==> src/logic/proc_pkg.sv <==
// Shared widths, opcodes and stage packets for the five-stage core
// Word addressed throughout: pc, instruction and data addresses count words
// One instruction in flight, so packets carry no hazard or stall fields
// Opcodes outside opcode_t's named values are illegal and stop the core

package proc_pkg;

  localparam int xlen         = 32;  // Data and address width
  localparam int reg_count    = 8;   // Architectural registers
  localparam int reg_idx_bits = 3;

  ////////////////////////////////////////////////////////////////////
  // Instruction layout
  ////////////////////////////////////////////////////////////////////
  localparam int op_hi  = 31;
  localparam int op_lo  = 28;
  localparam int rd_hi  = 27;
  localparam int rd_lo  = 25;
  localparam int ra_hi  = 24;
  localparam int ra_lo  = 22;
  localparam int rb_hi  = 21;
  localparam int rb_lo  = 19;
  localparam int imm_hi = 15;        // Bits 18..16 unused
  localparam int imm_lo = 0;
  localparam int imm_bits = imm_hi - imm_lo + 1;

  typedef logic [xlen-1:0]         word_t;
  typedef logic [reg_idx_bits-1:0] reg_idx_t;

  typedef enum logic [3:0] {
    op_add   = 4'h0,
    op_sub   = 4'h1,
    op_and   = 4'h2,
    op_or    = 4'h3,
    op_addi  = 4'h4,
    op_load  = 4'h5,
    op_store = 4'h6,
    op_beq   = 4'h7,
    op_halt  = 4'h8   // 4'h9..4'hf illegal
  } opcode_t;

  typedef enum logic [1:0] {
    bus_none  = 2'd0,
    bus_load  = 2'd1,
    bus_store = 2'd2
  } bus_cmd_t;

  typedef struct packed {
    bus_cmd_t cmd;
    word_t    addr;
    word_t    data;   // Only meaningful with bus_store
  } mem_req_t;

  typedef enum logic [1:0] {
    st_running = 2'd0,
    st_halted  = 2'd1,
    st_illegal = 2'd2
  } status_t;

  ////////////////////////////////////////////////////////////////////
  // Stage packets, valid low marks a bubble
  ////////////////////////////////////////////////////////////////////
  typedef struct packed {
    logic  valid;
    word_t pc;
    word_t inst;
  } fetch_pkt_t;

  typedef struct packed {
    logic     valid;
    word_t    pc;
    opcode_t  opcode;
    reg_idx_t rd;
    word_t    a;        // Register ra
    word_t    b;        // Register rb
    word_t    imm;      // Sign extended
  } decode_pkt_t;

  typedef struct packed {
    logic     valid;
    word_t    pc;
    opcode_t  opcode;
    reg_idx_t rd;
    word_t    result;     // ALU value or load/store address
    word_t    store_data;
    logic     redirect;   // Taken beq
    word_t    target;
  } exec_pkt_t;

  typedef struct packed {
    logic     valid;
    word_t    pc;
    logic     wr_en;
    reg_idx_t wr_idx;
    word_t    wr_data;
    logic     redirect;
    word_t    target;
  } commit_t;

endpackage

==> src/logic/decode_unit.sv <==
// Field decode and register file with one cycle of latency
// Register 0 reads as zero and ignores writes
// A commit write lands at the clock edge ending the commit cycle
// The next instruction decodes after that edge and needs no bypass
// All registers read zero after reset

`timescale 1ns/10ps

module decode_unit (
  input  logic                  clock,
  input  logic                  reset,
  input  proc_pkg::fetch_pkt_t  fetched,
  input  proc_pkg::commit_t     commit,
  output proc_pkg::decode_pkt_t decoded
);

  proc_pkg::word_t    rf [proc_pkg::reg_count];
  proc_pkg::opcode_t  opcode;
  proc_pkg::reg_idx_t rd;
  proc_pkg::reg_idx_t ra;
  proc_pkg::reg_idx_t rb;
  logic [proc_pkg::imm_bits-1:0] imm_raw;
  proc_pkg::word_t    a_value;
  proc_pkg::word_t    b_value;
  proc_pkg::word_t    imm_ext;

  ////////////////////////////////////////////////////////////////////
  // Field split
  ////////////////////////////////////////////////////////////////////
  assign opcode  = proc_pkg::opcode_t'(fetched.inst[proc_pkg::op_hi:proc_pkg::op_lo]);
  assign rd      = fetched.inst[proc_pkg::rd_hi:proc_pkg::rd_lo];
  assign ra      = fetched.inst[proc_pkg::ra_hi:proc_pkg::ra_lo];
  assign rb      = fetched.inst[proc_pkg::rb_hi:proc_pkg::rb_lo];
  assign imm_raw = fetched.inst[proc_pkg::imm_hi:proc_pkg::imm_lo];

  assign imm_ext = {{(proc_pkg::xlen - proc_pkg::imm_bits){imm_raw[proc_pkg::imm_bits-1]}},
                    imm_raw};

  // Operand reads with r0 hardwired to zero
  assign a_value = (ra == '0) ? '0 : rf[ra];
  assign b_value = (rb == '0) ? '0 : rf[rb];

  ////////////////////////////////////////////////////////////////////
  // Register file write port
  ////////////////////////////////////////////////////////////////////
  always_ff @(posedge clock)
  begin
    if (reset)
    begin
      for (int i = 0; i < proc_pkg::reg_count; i++)
        rf[i] <= '0;
    end
    else if (commit.valid && commit.wr_en && (commit.wr_idx != '0))
    begin
      rf[commit.wr_idx] <= commit.wr_data;
    end
  end

  // Decode packet register
  always_ff @(posedge clock)
  begin
    decoded.valid  <= fetched.valid;
    decoded.pc     <= fetched.pc;
    decoded.opcode <= opcode;
    decoded.rd     <= rd;
    decoded.a      <= a_value;
    decoded.b      <= b_value;
    decoded.imm    <= imm_ext;
    if (reset)
      decoded.valid <= 1'b0;   // Bubble out of reset
  end

endmodule

==> src/logic/execute_unit.sv <==
// ALU, branch compare and branch target, one cycle
// Loads and stores form their word address here as a plus immediate
// Branch target is relative to the next pc: pc + 1 + imm
// Illegal opcodes pass through with a zero result and no redirect

`timescale 1ns/10ps

module execute_unit (
  input  logic                  clock,
  input  logic                  reset,
  input  proc_pkg::decode_pkt_t decoded,
  output proc_pkg::exec_pkt_t   executed
);

  proc_pkg::word_t result;
  logic            take_branch;
  proc_pkg::word_t target;

  always_comb
  begin
    case (decoded.opcode)
      proc_pkg::op_add:   result = decoded.a + decoded.b;
      proc_pkg::op_sub:   result = decoded.a - decoded.b;
      proc_pkg::op_and:   result = decoded.a & decoded.b;
      proc_pkg::op_or:    result = decoded.a | decoded.b;
      proc_pkg::op_addi,
      proc_pkg::op_load,
      proc_pkg::op_store: result = decoded.a + decoded.imm;  // Value or address
      default:            result = '0;   // beq, halt, illegal
    endcase
  end

  // beq only
  assign take_branch = (decoded.opcode == proc_pkg::op_beq) && (decoded.a == decoded.b);
  assign target      = decoded.pc + proc_pkg::word_t'(1) + decoded.imm;

  ////////////////////////////////////////////////////////////////////
  // Execute packet register
  ////////////////////////////////////////////////////////////////////
  always_ff @(posedge clock)
  begin
    executed.valid      <= decoded.valid;
    executed.pc         <= decoded.pc;
    executed.opcode     <= decoded.opcode;
    executed.rd         <= decoded.rd;
    executed.result     <= result;
    executed.store_data <= decoded.b;
    executed.redirect   <= take_branch;
    executed.target     <= target;
    if (reset)
      executed.valid <= 1'b0;
  end

endmodule

==> src/logic/fetch_unit.sv <==
// Program counter and fetch issue
// Fetch goes out in the first cycle after reset, then once per commit
// Request is combinational, instruction word captured at the end of that cycle
// A taken branch at commit steers the same-cycle fetch to the target

`timescale 1ns/10ps

module fetch_unit (
  input  logic                 clock,
  input  logic                 reset,
  input  proc_pkg::commit_t    commit,
  input  proc_pkg::status_t    status,
  output logic                 fetch_req,
  output proc_pkg::word_t      fetch_addr,
  input  proc_pkg::word_t      mem_rdata,
  output proc_pkg::fetch_pkt_t fetched
);

  proc_pkg::word_t pc;          // Next sequential fetch address
  logic            issue_pending; // First fetch after reset

  // Next fetch rides on the commit of the previous instruction
  assign fetch_req  = issue_pending | (commit.valid & (status == proc_pkg::st_running));
  assign fetch_addr = (commit.valid && commit.redirect) ? commit.target : pc;

  always_ff @(posedge clock)
  begin
    if (reset)
    begin
      pc            <= '0;
      issue_pending <= 1'b1;   // Held until reset drops
    end
    else
    begin
      issue_pending <= 1'b0;
      if (fetch_req)
        pc <= fetch_addr + proc_pkg::word_t'(1);
    end
  end

  // Fetch packet register
  always_ff @(posedge clock)
  begin
    fetched.valid <= fetch_req;
    fetched.pc    <= fetch_addr;
    fetched.inst  <= mem_rdata;   // Memory answers in the same cycle
    if (reset)
      fetched.valid <= 1'b0;
  end

endmodule

==> src/logic/memory_unit.sv <==
// Memory stage, purely combinational
// Owns the single memory port; a data access wins over a fetch
// With one instruction in flight the two never collide
// Memory read data is expected in the same cycle as the request

`timescale 1ns/10ps

module memory_unit (
  input  proc_pkg::exec_pkt_t executed,
  input  logic                fetch_req,
  input  proc_pkg::word_t     fetch_addr,
  input  proc_pkg::word_t     mem_rdata,
  output proc_pkg::mem_req_t  mem_req,
  output proc_pkg::exec_pkt_t mem_result
);

  logic is_load;
  logic is_store;

  assign is_load  = executed.valid && (executed.opcode == proc_pkg::op_load);
  assign is_store = executed.valid && (executed.opcode == proc_pkg::op_store);

  // Port arbitration
  always_comb
  begin
    mem_req.cmd  = proc_pkg::bus_none;
    mem_req.addr = fetch_addr;
    mem_req.data = executed.store_data;
    if (is_load)
    begin
      mem_req.cmd  = proc_pkg::bus_load;
      mem_req.addr = executed.result;
    end
    else if (is_store)
    begin
      mem_req.cmd  = proc_pkg::bus_store;
      mem_req.addr = executed.result;
    end
    else if (fetch_req)
      mem_req.cmd = proc_pkg::bus_load;   // Instruction fetch
  end

  // Load data replaces the address, all else passes
  always_comb
  begin
    mem_result = executed;
    if (is_load)
      mem_result.result = mem_rdata;
  end

endmodule

==> src/logic/pipeline_top.sv <==
// Five-stage in-order core on one shared memory port
// Memory must answer reads combinationally in the request cycle
// One instruction in flight: commit every 4 cycles, next fetch on commit
// Halted or illegal status stops fetch until reset

`timescale 1ns/10ps

module pipeline_top (
  input  logic                clock,
  input  logic                reset,
  input  proc_pkg::word_t     mem_rdata,
  output proc_pkg::mem_req_t  mem_req,
  output proc_pkg::commit_t   commit,
  output proc_pkg::status_t   status
);

  logic                  fetch_req;
  proc_pkg::word_t       fetch_addr;
  proc_pkg::fetch_pkt_t  fetched;
  proc_pkg::decode_pkt_t decoded;
  proc_pkg::exec_pkt_t   executed;
  proc_pkg::exec_pkt_t   mem_result;

  ////////////////////////////////////////////////////////////////////
  // Stages in program order
  ////////////////////////////////////////////////////////////////////
  fetch_unit fetch (
    .clock      (clock),
    .reset      (reset),
    .commit     (commit),       // Issue and redirect
    .status     (status),
    .fetch_req  (fetch_req),
    .fetch_addr (fetch_addr),
    .mem_rdata  (mem_rdata),
    .fetched    (fetched)
  );

  decode_unit decode (
    .clock   (clock),
    .reset   (reset),
    .fetched (fetched),
    .commit  (commit),          // Register write back
    .decoded (decoded)
  );

  execute_unit execute (
    .clock    (clock),
    .reset    (reset),
    .decoded  (decoded),
    .executed (executed)
  );

  memory_unit memory (
    .executed   (executed),
    .fetch_req  (fetch_req),
    .fetch_addr (fetch_addr),
    .mem_rdata  (mem_rdata),
    .mem_req    (mem_req),
    .mem_result (mem_result)
  );

  retire_unit retire (
    .clock      (clock),
    .reset      (reset),
    .mem_result (mem_result),
    .commit     (commit),
    .status     (status)
  );

endmodule

==> src/logic/retire_unit.sv <==
// Retire register, commit packet and run status
// Commit is valid for one cycle, the cycle after the retire register loads
// Status leaves st_running on a retiring halt or illegal opcode and stays
// there until reset; no register write for either

`timescale 1ns/10ps

module retire_unit (
  input  logic                clock,
  input  logic                reset,
  input  proc_pkg::exec_pkt_t mem_result,
  output proc_pkg::commit_t   commit,
  output proc_pkg::status_t   status
);

  proc_pkg::exec_pkt_t retire_q;
  logic                writes_reg;

  always_ff @(posedge clock)
  begin
    retire_q <= mem_result;
    if (reset)
      retire_q.valid <= 1'b0;
  end

  ////////////////////////////////////////////////////////////////////
  // Run status, updated alongside the retire register
  ////////////////////////////////////////////////////////////////////
  always_ff @(posedge clock)
  begin
    if (reset)
      status <= proc_pkg::st_running;
    else if (mem_result.valid && (status == proc_pkg::st_running))
    begin
      case (mem_result.opcode)
        proc_pkg::op_halt: status <= proc_pkg::st_halted;
        proc_pkg::op_add, proc_pkg::op_sub, proc_pkg::op_and, proc_pkg::op_or,
        proc_pkg::op_addi, proc_pkg::op_load, proc_pkg::op_store,
        proc_pkg::op_beq:  status <= proc_pkg::st_running;
        default:           status <= proc_pkg::st_illegal;
      endcase
    end
  end

  // Which ops produce a register value
  always_comb
  begin
    case (retire_q.opcode)
      proc_pkg::op_add, proc_pkg::op_sub, proc_pkg::op_and, proc_pkg::op_or,
      proc_pkg::op_addi, proc_pkg::op_load: writes_reg = 1'b1;
      default:                              writes_reg = 1'b0;
    endcase
  end

  // Commit packet
  assign commit.valid    = retire_q.valid;
  assign commit.pc       = retire_q.pc;
  assign commit.wr_en    = retire_q.valid & writes_reg & (retire_q.rd != '0);  // r0 drop
  assign commit.wr_idx   = retire_q.rd;
  assign commit.wr_data  = retire_q.result;
  assign commit.redirect = retire_q.valid & retire_q.redirect;
  assign commit.target   = retire_q.target;

endmodule

==> config.mk <==
export PLATFORM = sky130hd
export DESIGN_NAME = pipeline_top
export DESIGN_NICKNAME = d
export VERILOG_FILES = /design/src/logic/proc_pkg.sv /design/src/logic/decode_unit.sv /design/src/logic/execute_unit.sv /design/src/logic/fetch_unit.sv /design/src/logic/memory_unit.sv /design/src/logic/pipeline_top.sv /design/src/logic/retire_unit.sv
export SDC_FILE = /design/constraint.sdc
export NUM_CORES = 1
export LEC_CHECK = 0
export BUFFER_PORTS_ARGS = -buffer_cell sky130_fd_sc_hd__clkbuf_2
export CAP_MARGIN = 10
export CORE_ASPECT_RATIO = 0.6
export CORE_MARGIN = 2
export CORE_UTILIZATION = 27
export CTS_CLUSTER_DIAMETER = 60
export DETAILED_ROUTE_END_ITERATION = 10
export GPL_ROUTABILITY_DRIVEN = 0
export PLACE_DENSITY = 0.4
export SKIP_CTS_REPAIR_TIMING = 1
export SLEW_MARGIN = 20
export SYNTH_ARGS = -nofsm -noshare
export SYNTH_HDL_FRONTEND = slang
export SYNTH_HIERARCHICAL = 1
export SYNTH_SLANG_ARGS = --single-unit
export TNS_END_PERCENT = 100
==> constraint.sdc <==
create_clock -name clock -period 3.2 [get_ports clock]
set_input_delay 0.64 -clock clock [delete_from_list [all_inputs] [get_ports clock]]
set_output_delay 0.64 -clock clock [all_outputs]
set_load 0.01 [all_outputs]
==> metrics.md, run 1 <==
| Metric | Value |
|---|---|
| Status | finished, violations left |
| Violated checks | negative setup slack |
| Crit path kind | flop to flop |
| Syn_area_per_cell | 11.27 um2 |
| Global-route wire length before repair | ~170000 um |
| GR met1 Demand/Resource | 26.86% |
| Final worst slack | -0.3105 ns |
| DRC viols | 0 |
| Required @ worst endpoint | 3.71 ns |
| Power Dens Cells | just under 600 mW/mm2 |
| Initial antenna violation count | 9 |
| Hold crit path type | input port to flop |
| Final Max Tran Viols | 0 |
| Final Instance Count excl. Fillers | between 4000 and 5000 |
| Post-Synthesis Cells | 2971 |
| Clock power share | 39.1% |
| Final core utilization | 32.03% |
| Area of the multi-input gates | 0.01520 mm2 |
| R2r startpoint | decode/decoded[101]$_DFF_P_ |
| CTS Buffer Depth | 3 |
| Syn Nets | 3174 |
| Max frequency | about 280 MHz |
| Initial DRC count | 1968 |
| Final TNS setup | -2.410 ns |
| Cells after DPL | ~4700 |
| Global route overflow | 0 |
| CP Cell Sequence | inv_2 -> nor2_4 -> nand2_4 -> buf_12 -> mux2_4 -> ha_4 -> a21oi_4 -> a31oi_4 -> o211ai_1 -> a31oi_4 -> a221o_1 -> a32o_2 -> a31oi_2 -> xor2_1 -> o221ai_1 |
| Sw frac | around 28% |
| R2R Path End | execute/executed[90]$_DFF_P_ |
| 1st-pass router iterations | 6 |
| Total Routing Usage GR | 18.01% |
| Die area | 0.1270 mm2 |
| Reg clk slew, reported paths | 0.06 ns |
| Initial Util | 27.12% |
| Synthesis warning total | 6 |
| Dpl ws | -0.5605 ns |
| Final Hold Vio Count | 0 |
| Setup crit start kind | flop |
| Max-Cap Viols | 0 |
| Area grow syn2layout | 18.09% |
| Die Width | 458.7 um |
| Fin crit share | 109.7% |
| Crit. End Element | flop |
| FP Rows | 100 |
| Register-to-register setup slack | -0.31 ns |
| DP Wirelength | ~84000 um |
| Mapped Area | 0.03350 mm2 |
| Fill cells | 12360 |
| Net Switching | 0.006521 W |
| IO Pins | about 200 |
| Insertion delay to the later sink of the worst-skew pair | 0.67 ns |
| Worst path slowest cell | a221o_1 |
| Reg area | 0.01592 mm2 |
| Root buf cell | clkbuf_16 |
| Vias in the first global route | 23750 |
| Design Power | 0.02292 W |
| Final Skew | 0.02489 ns |
| H-tree depth reported by CTS | 3 |
| Flop pwr share | 43.7% |
| Worst VDD drop | 0.0003768 V |
| WL per Instance | 24.07 um |
| CTS Buf Count | 73 |
| Slew @ Worst Pin | 0.7982 ns |
| Die Ht | 276.8 um |
| Post-route ant nets | 0 |
| WP data arrival | 4.02 ns |
| Internal power | ~0.016 W |
| Comb power frac | roughly 17% |
| Port bufs | 203 |
| Unrepaired setup endpoints after global routing | true |
| Most frequent CP cell | a31oi_4 |
| Routed WL | 117000 um |
| Layout cells sized above 1 | 30.18% |
| Max-Slew Margin vs Limit | 46.79% |
| Largest net degree at the start of global routing | 97 |
| Commonest non-fill, non-tap cell in the layout | dfxtp_1 |
| Fin crit period | between 3 and 4 ns |
| Core area | between 0.1 and 0.15 mm2 |
| Gr busiest metal | met1 |
| TritonCTS clock tree | done |
| Vias per cell | 4.816 |
| CP endpoint | execute/executed[90]$_DFF_P_ |
| Vias | 23410 |
| GR Util met2 | 26.85% |
| R2R cell count | 15 |
| CTS Sinks | 682 |
| CP peak stage delay | 0.43 ns |
| CP max FO | 5 |
| Leakage power | 16.75 nW |
| Met3 Usage GRT | 3.262% |
| Most frequent cells in the layout | 446 x dfxtp_1, 247 x buf_4, 232 x and2_1, 224 x edfxtp_1, 203 x clkbuf_2 |
| NumNets Final | ~3400 |
| Critical path origin | decode/decoded[101]$_DFF_P_ |
| Final setup violation count | 14 |
[power by group through the flow]
| stage | Combinational [W] | Sequential [W] | Clock, W |
|---|---|---|---|
| global route | 0.00427 | 0.0101 | 0.00956 |
| detailed placement | 0.00369 | 0.0102 | 0 |
| CTS | 0.00371 | 0.0100 | 0.00923 |
| finish | 0.00395 | 0.0100 | 0.00896 |
| global placement | 0.00367 | 0.0102 | 0 |
| floorplan | 0.00251 | 0.00980 | 0 |
[routing by layer]
layer,vias to the layer above,routed length (um)
met2,719,49690
li1,10890,-
met3,120,6418
met5,-,0
met4,0,1995
met1,11680,58870
[how the worst min path moves through the flow]
stage,start,to,slack (ns),cells past startpoint
after floorplan,fetch/fetched[29]$_DFF_P_,decode/decoded[100]$_DFF_P_,0.31,0
after detailed placement,fetch/fetched[41]$_DFF_P_,decode/decoded[112]$_DFF_P_,0.31,0
after CTS,mem_rdata[26],fetch/fetched[26]$_DFF_P_,0.03,1
after global routing,mem_rdata[26],fetch/fetched[26]$_DFF_P_,0.05,1
final,mem_rdata[26],fetch/fetched[26]$_DFF_P_,0.08,1
after global placement,execute/executed[134]$_DFF_P_,retire/commit[99]$_DFF_P_,0.31,0
[worst max-delay path, delay by kind of cell, from the launching register on]
family                   cells  cell delay (ns)
AO/OA/AOI/OAI                8             1.85
flip-flops                   1             0.33
multiplexers                 1             0.33
adder cells (fa/ha/maj)      1             0.23
buffers and inverters        2             0.21
AND/OR/NAND/NOR              2             0.20
XOR/XNOR                     1             0.18
[layout make-up]
cell class / count / area share [%]
Tap cell: 1632 / 5.162
Inverter: 112 / 1.069
Timing Repair Buffer: 479 / 8.670
Sequential cell: 682 / 40.24
Clock inverter: 28 / 0.6864
Multi-Input combinational cell: 1815 / 38.43
Antenna cell: 7 / 0.04428
Clock buffer: 105 / 5.693
[stage by stage]
| stage | hold slack [ns] | cell area [um2] |
|---|---|---|
| 6_report | 0.07609 | 39560 |
| 5_1_grt | 0.04530 | 39540 |
| 4_1_cts | 0.02968 | 38770 |
| 3_5_place_dp | 0.3121 | 36240 |
| 3_3_place_gp | 0.3108 | 36240 |
| 2_1_floorplan | 0.3095 | 33560 |
[state kept, by name, indices dropped and copies added, names as in the netlist]
name and cells:
decode/rf 224, execute/executed 137, decode/decoded 120, retire/commit 100, fetch/fetched 62, fetch/pc 32
retire/retire_q 4, retire/status 2, fetch/issue_pending 1
Power figures use the tool's default switching activity.
==> inputs of run 2 (changes only) <==
--- a/config.mk
+++ b/config.mk
@@ -7,13 +7,15 @@
 export LEC_CHECK = 0
 export BUFFER_PORTS_ARGS = -buffer_cell sky130_fd_sc_hd__clkbuf_2
 export CAP_MARGIN = 10
+export CELL_PAD_IN_SITES_DETAIL_PLACEMENT = 0
+export CELL_PAD_IN_SITES_GLOBAL_PLACEMENT = 2
 export CORE_ASPECT_RATIO = 0.6
 export CORE_MARGIN = 2
-export CORE_UTILIZATION = 27
+export CORE_UTILIZATION = 37
 export CTS_CLUSTER_DIAMETER = 60
 export DETAILED_ROUTE_END_ITERATION = 10
 export GPL_ROUTABILITY_DRIVEN = 0
-export PLACE_DENSITY = 0.4
+export PLACE_DENSITY = 0.73
 export SKIP_CTS_REPAIR_TIMING = 1
 export SLEW_MARGIN = 20
 export SYNTH_ARGS = -nofsm -noshare
==> run 2 against run 1 <==
Compared with the run above:
- the run still ends with negative setup slack left
- sequential share of layout area up 1.0 points
- core utilization up 11 points
- register-to-register slack worse by 0.04 ns
- cell count down 9.6%
- critical path type unchanged
- highest routed layer unchanged
==> metrics.md, run 2 (synthesis results as in run 1) <==
| Metric | Value |
|---|---|
| Vias | 23450 (+0.20%) |
| Die Ht | 237.1 um (-14%) |
| Initial antenna violation count | 3 (-6) |
| Final Hold Vio Count | 0 (unchanged) |
| Hold path cells | 1 (unchanged) |
| Power Dens Cells | 586.3 mW/mm2 (+1.2%) |
| Design Power | 0.02261 W (-1.3%) |
| Internal power | 0.01617 W (-1.4%) |
| 1st-pass router iterations | 5 (-1) |
| CTS Buf Count | 70 (-4.1%) |
| Cells after DPL | 4243 (-9.6%) |
| FP Rows | 85 (-15%) |
| Dpl ws | -0.5284 ns (+0.03212 ns) |
| Violated checks | negative setup slack |
| Flop pwr share | 44.4% (+0.7 points) |
| Root buf cell | clkbuf_16 |
| R2R cell count | 17 (+2) |
| Layout cells sized above 1 | 28.96% (-1.2 points) |
| Crit. End Element | flop |
| Required @ worst endpoint | 3.68 ns (-0.03 ns) |
| Register-to-register setup slack | -0.35 ns (-0.04 ns) |
| Final TNS setup | -2.197 ns (+0.2120 ns) |
| Largest Register | decode/rf |
| Port bufs | 203 (unchanged) |
| Slew @ Worst Pin | 0.9672 ns (+0.1690 ns) |
| Die area | 0.09303 mm2 (-27%) |
| Unrepaired setup endpoints after global routing | true |
| Vias in the first global route | 23330 (-1.7%) |
| Biggest regs | decode/rf (224), execute/executed (137), decode/decoded (120) |
| Global route overflow | 0 (unchanged) |
| Max frequency | 281.4 MHz (-1.2%) |
| Total Routing Usage GR | 22.88% (+4.9 points) |
| Worst VDD drop | 0.0004099 V (+8.8%) |
| H-tree depth reported by CTS | 3 (unchanged) |
| Hold Path Origin | mem_rdata[19] |
| Largest register FFs | 224 (unchanged) |
| Critical path origin | decode/decoded[101]$_DFF_P_ |
| Routed WL | 109200 um (-6.7%) |
| IO Pins | 204 (unchanged) |
| Leakage power | 16.44 nW (-1.8%) |
| Comb power frac | 16.9% (-0.3 points) |
| CTS Sinks | 682 (unchanged) |
| Net Switching | 0.006437 W (-1.3%) |
| NumNets Final | 3319 (-1.4%) |
| Final setup violation count | 12 (-2) |
| Commonest non-fill, non-tap cell in the layout | dfxtp_1 |
| Sw frac | 28.47% (about the same) |
| Insertion delay to the later sink of the worst-skew pair | 0.66 ns (about the same) |
| TritonCTS clock tree | done |
| Hold crit path type | input port to flop |
| Setup crit start kind | flop |
| Reg clk slew, reported paths | 0.06 ns (about the same) |
| Clock power share | 38.7% (-0.4 points) |
| Final Skew | 0.03046 ns (+0.005565 ns) |
| R2r startpoint | decode/decoded[101]$_DFF_P_ |
| Fin crit period | 3.553 ns (+0.04259 ns) |
| Core area | 0.08965 mm2 (-27%) |
| Global-route wire length before repair | 156800 um (-6.4%) |
| Initial Util | 37.36% (+10 points) |
| Max-Slew Margin vs Limit | 35.52% (-11 points) |
| Final worst slack | -0.3531 ns (-0.04259 ns) |
| Worst hold margin | 0.1006 ns (+0.02455 ns) |
| DRC viols | 0 (unchanged) |
| Die Width | 392.4 um (-14%) |
| Final Instance Count excl. Fillers | 4394 (-9.6%) |
| WL per Instance | 24.84 um (+3.2%) |
| Fin crit share | 111.0% (+1.3 points) |
| Vias per cell | 5.337 (+11%) |
| Post-route ant nets | 0 (unchanged) |
| Final Max Tran Viols | 0 (unchanged) |
| Status | finished, violations left |
| DP Wirelength | 77700 um (-7.4%) |
| Initial DRC count | 2069 (+5.1%) |
| Most frequent cells in the layout | 448 x dfxtp_1, 232 x and2_1, 224 x edfxtp_1, 204 x clkbuf_2, 202 x buf_4 |
| CP max FO | 8 (+3) |
| WP data arrival | 4.04 ns (+0.02 ns) |
| Largest net degree at the start of global routing | 85 (-12%) |
| Crit path kind | flop to flop |
| Area grow syn2layout | 15.13% |
| CTS Buffer Depth | 3 (unchanged) |
| Max-Cap Viols | 0 (unchanged) |
==> run 2: cell count changes in the layout (fill, tap and decap cells not counted), sizes merged <==
cell,delta
buf,-43
clkinvlp,+2
inv,-1
bufinv,+3
clkinv,+6
diode,-4
clkbuf,-15
==> run 2: final timing paths <==
kind                             endpoint
max          execute/executed[90]$_DFF_P_
min             fetch/fetched[19]$_DFF_P_
max reg2reg  execute/executed[90]$_DFF_P_
min reg2reg     retire/commit[17]$_DFF_P_
==> run 2: metal layers <==
layer  up-vias  part of all wire, %  wire length, um  global-route usage, %
met5         -                    0                0                      0
met4         0                  1.9             2091                  5.000
met3       137                  6.8             7402                  4.627
met2       836                   43            46590                  33.80
met1     11700                   49            53070                  34.14
li1      10780                    -                -                      -
==> run 2: final cells by class <==
cell class	instances	area (um2)
fill	8360	51090
multi-input combinational	1815	15190
sequential	682	15910
timing repair buffer	435	3049
inverter	112	422.9
antenna	3	7.507
clock inverter	38	439.2
tap	1218	1524
clock buffer	91	2018
==> run 2: worst max-delay path: stages (launching register included) <==
cell	delay (ns)
dfxtp_2	0.34
inv_2	0.05
nor2_4	0.11
nand2_4	0.11
buf_12	0.16
mux2_4	0.33
ha_4	0.23
a21oi_4	0.15
a31oi_4	0.12
buf_4	0.15
o211ai_1	0.15
buf_4	0.16
a31oi_4	0.12
a221o_1	0.41
a32o_2	0.29
a31oi_1	0.18
xor2_1	0.17
o221ai_1	0.14
==> run 2: power by group through the flow <==
| stage | combinational, W | sequential (W) | clock [W] |
|---|---|---|---|
| floorplan | 0.00251 | 0.00980 | 0 |
| global placement | 0.00348 | 0.0102 | 0 |
| detailed placement | 0.00351 | 0.0102 | 0 |
| CTS | 0.00353 | 0.0100 | 0.00896 |
| global route | 0.00412 | 0.0101 | 0.00931 |
| finish | 0.00383 | 0.0100 | 0.00875 |
==> run 2: per-stage QoR <==
step                      area (um2)  utilization (%)
after global routing           38560            43.01
final                          38570            43.02
after CTS                      37850            42.21
after floorplan                33560                -
after global placement         35390            39.47
after detailed placement       35390            39.47
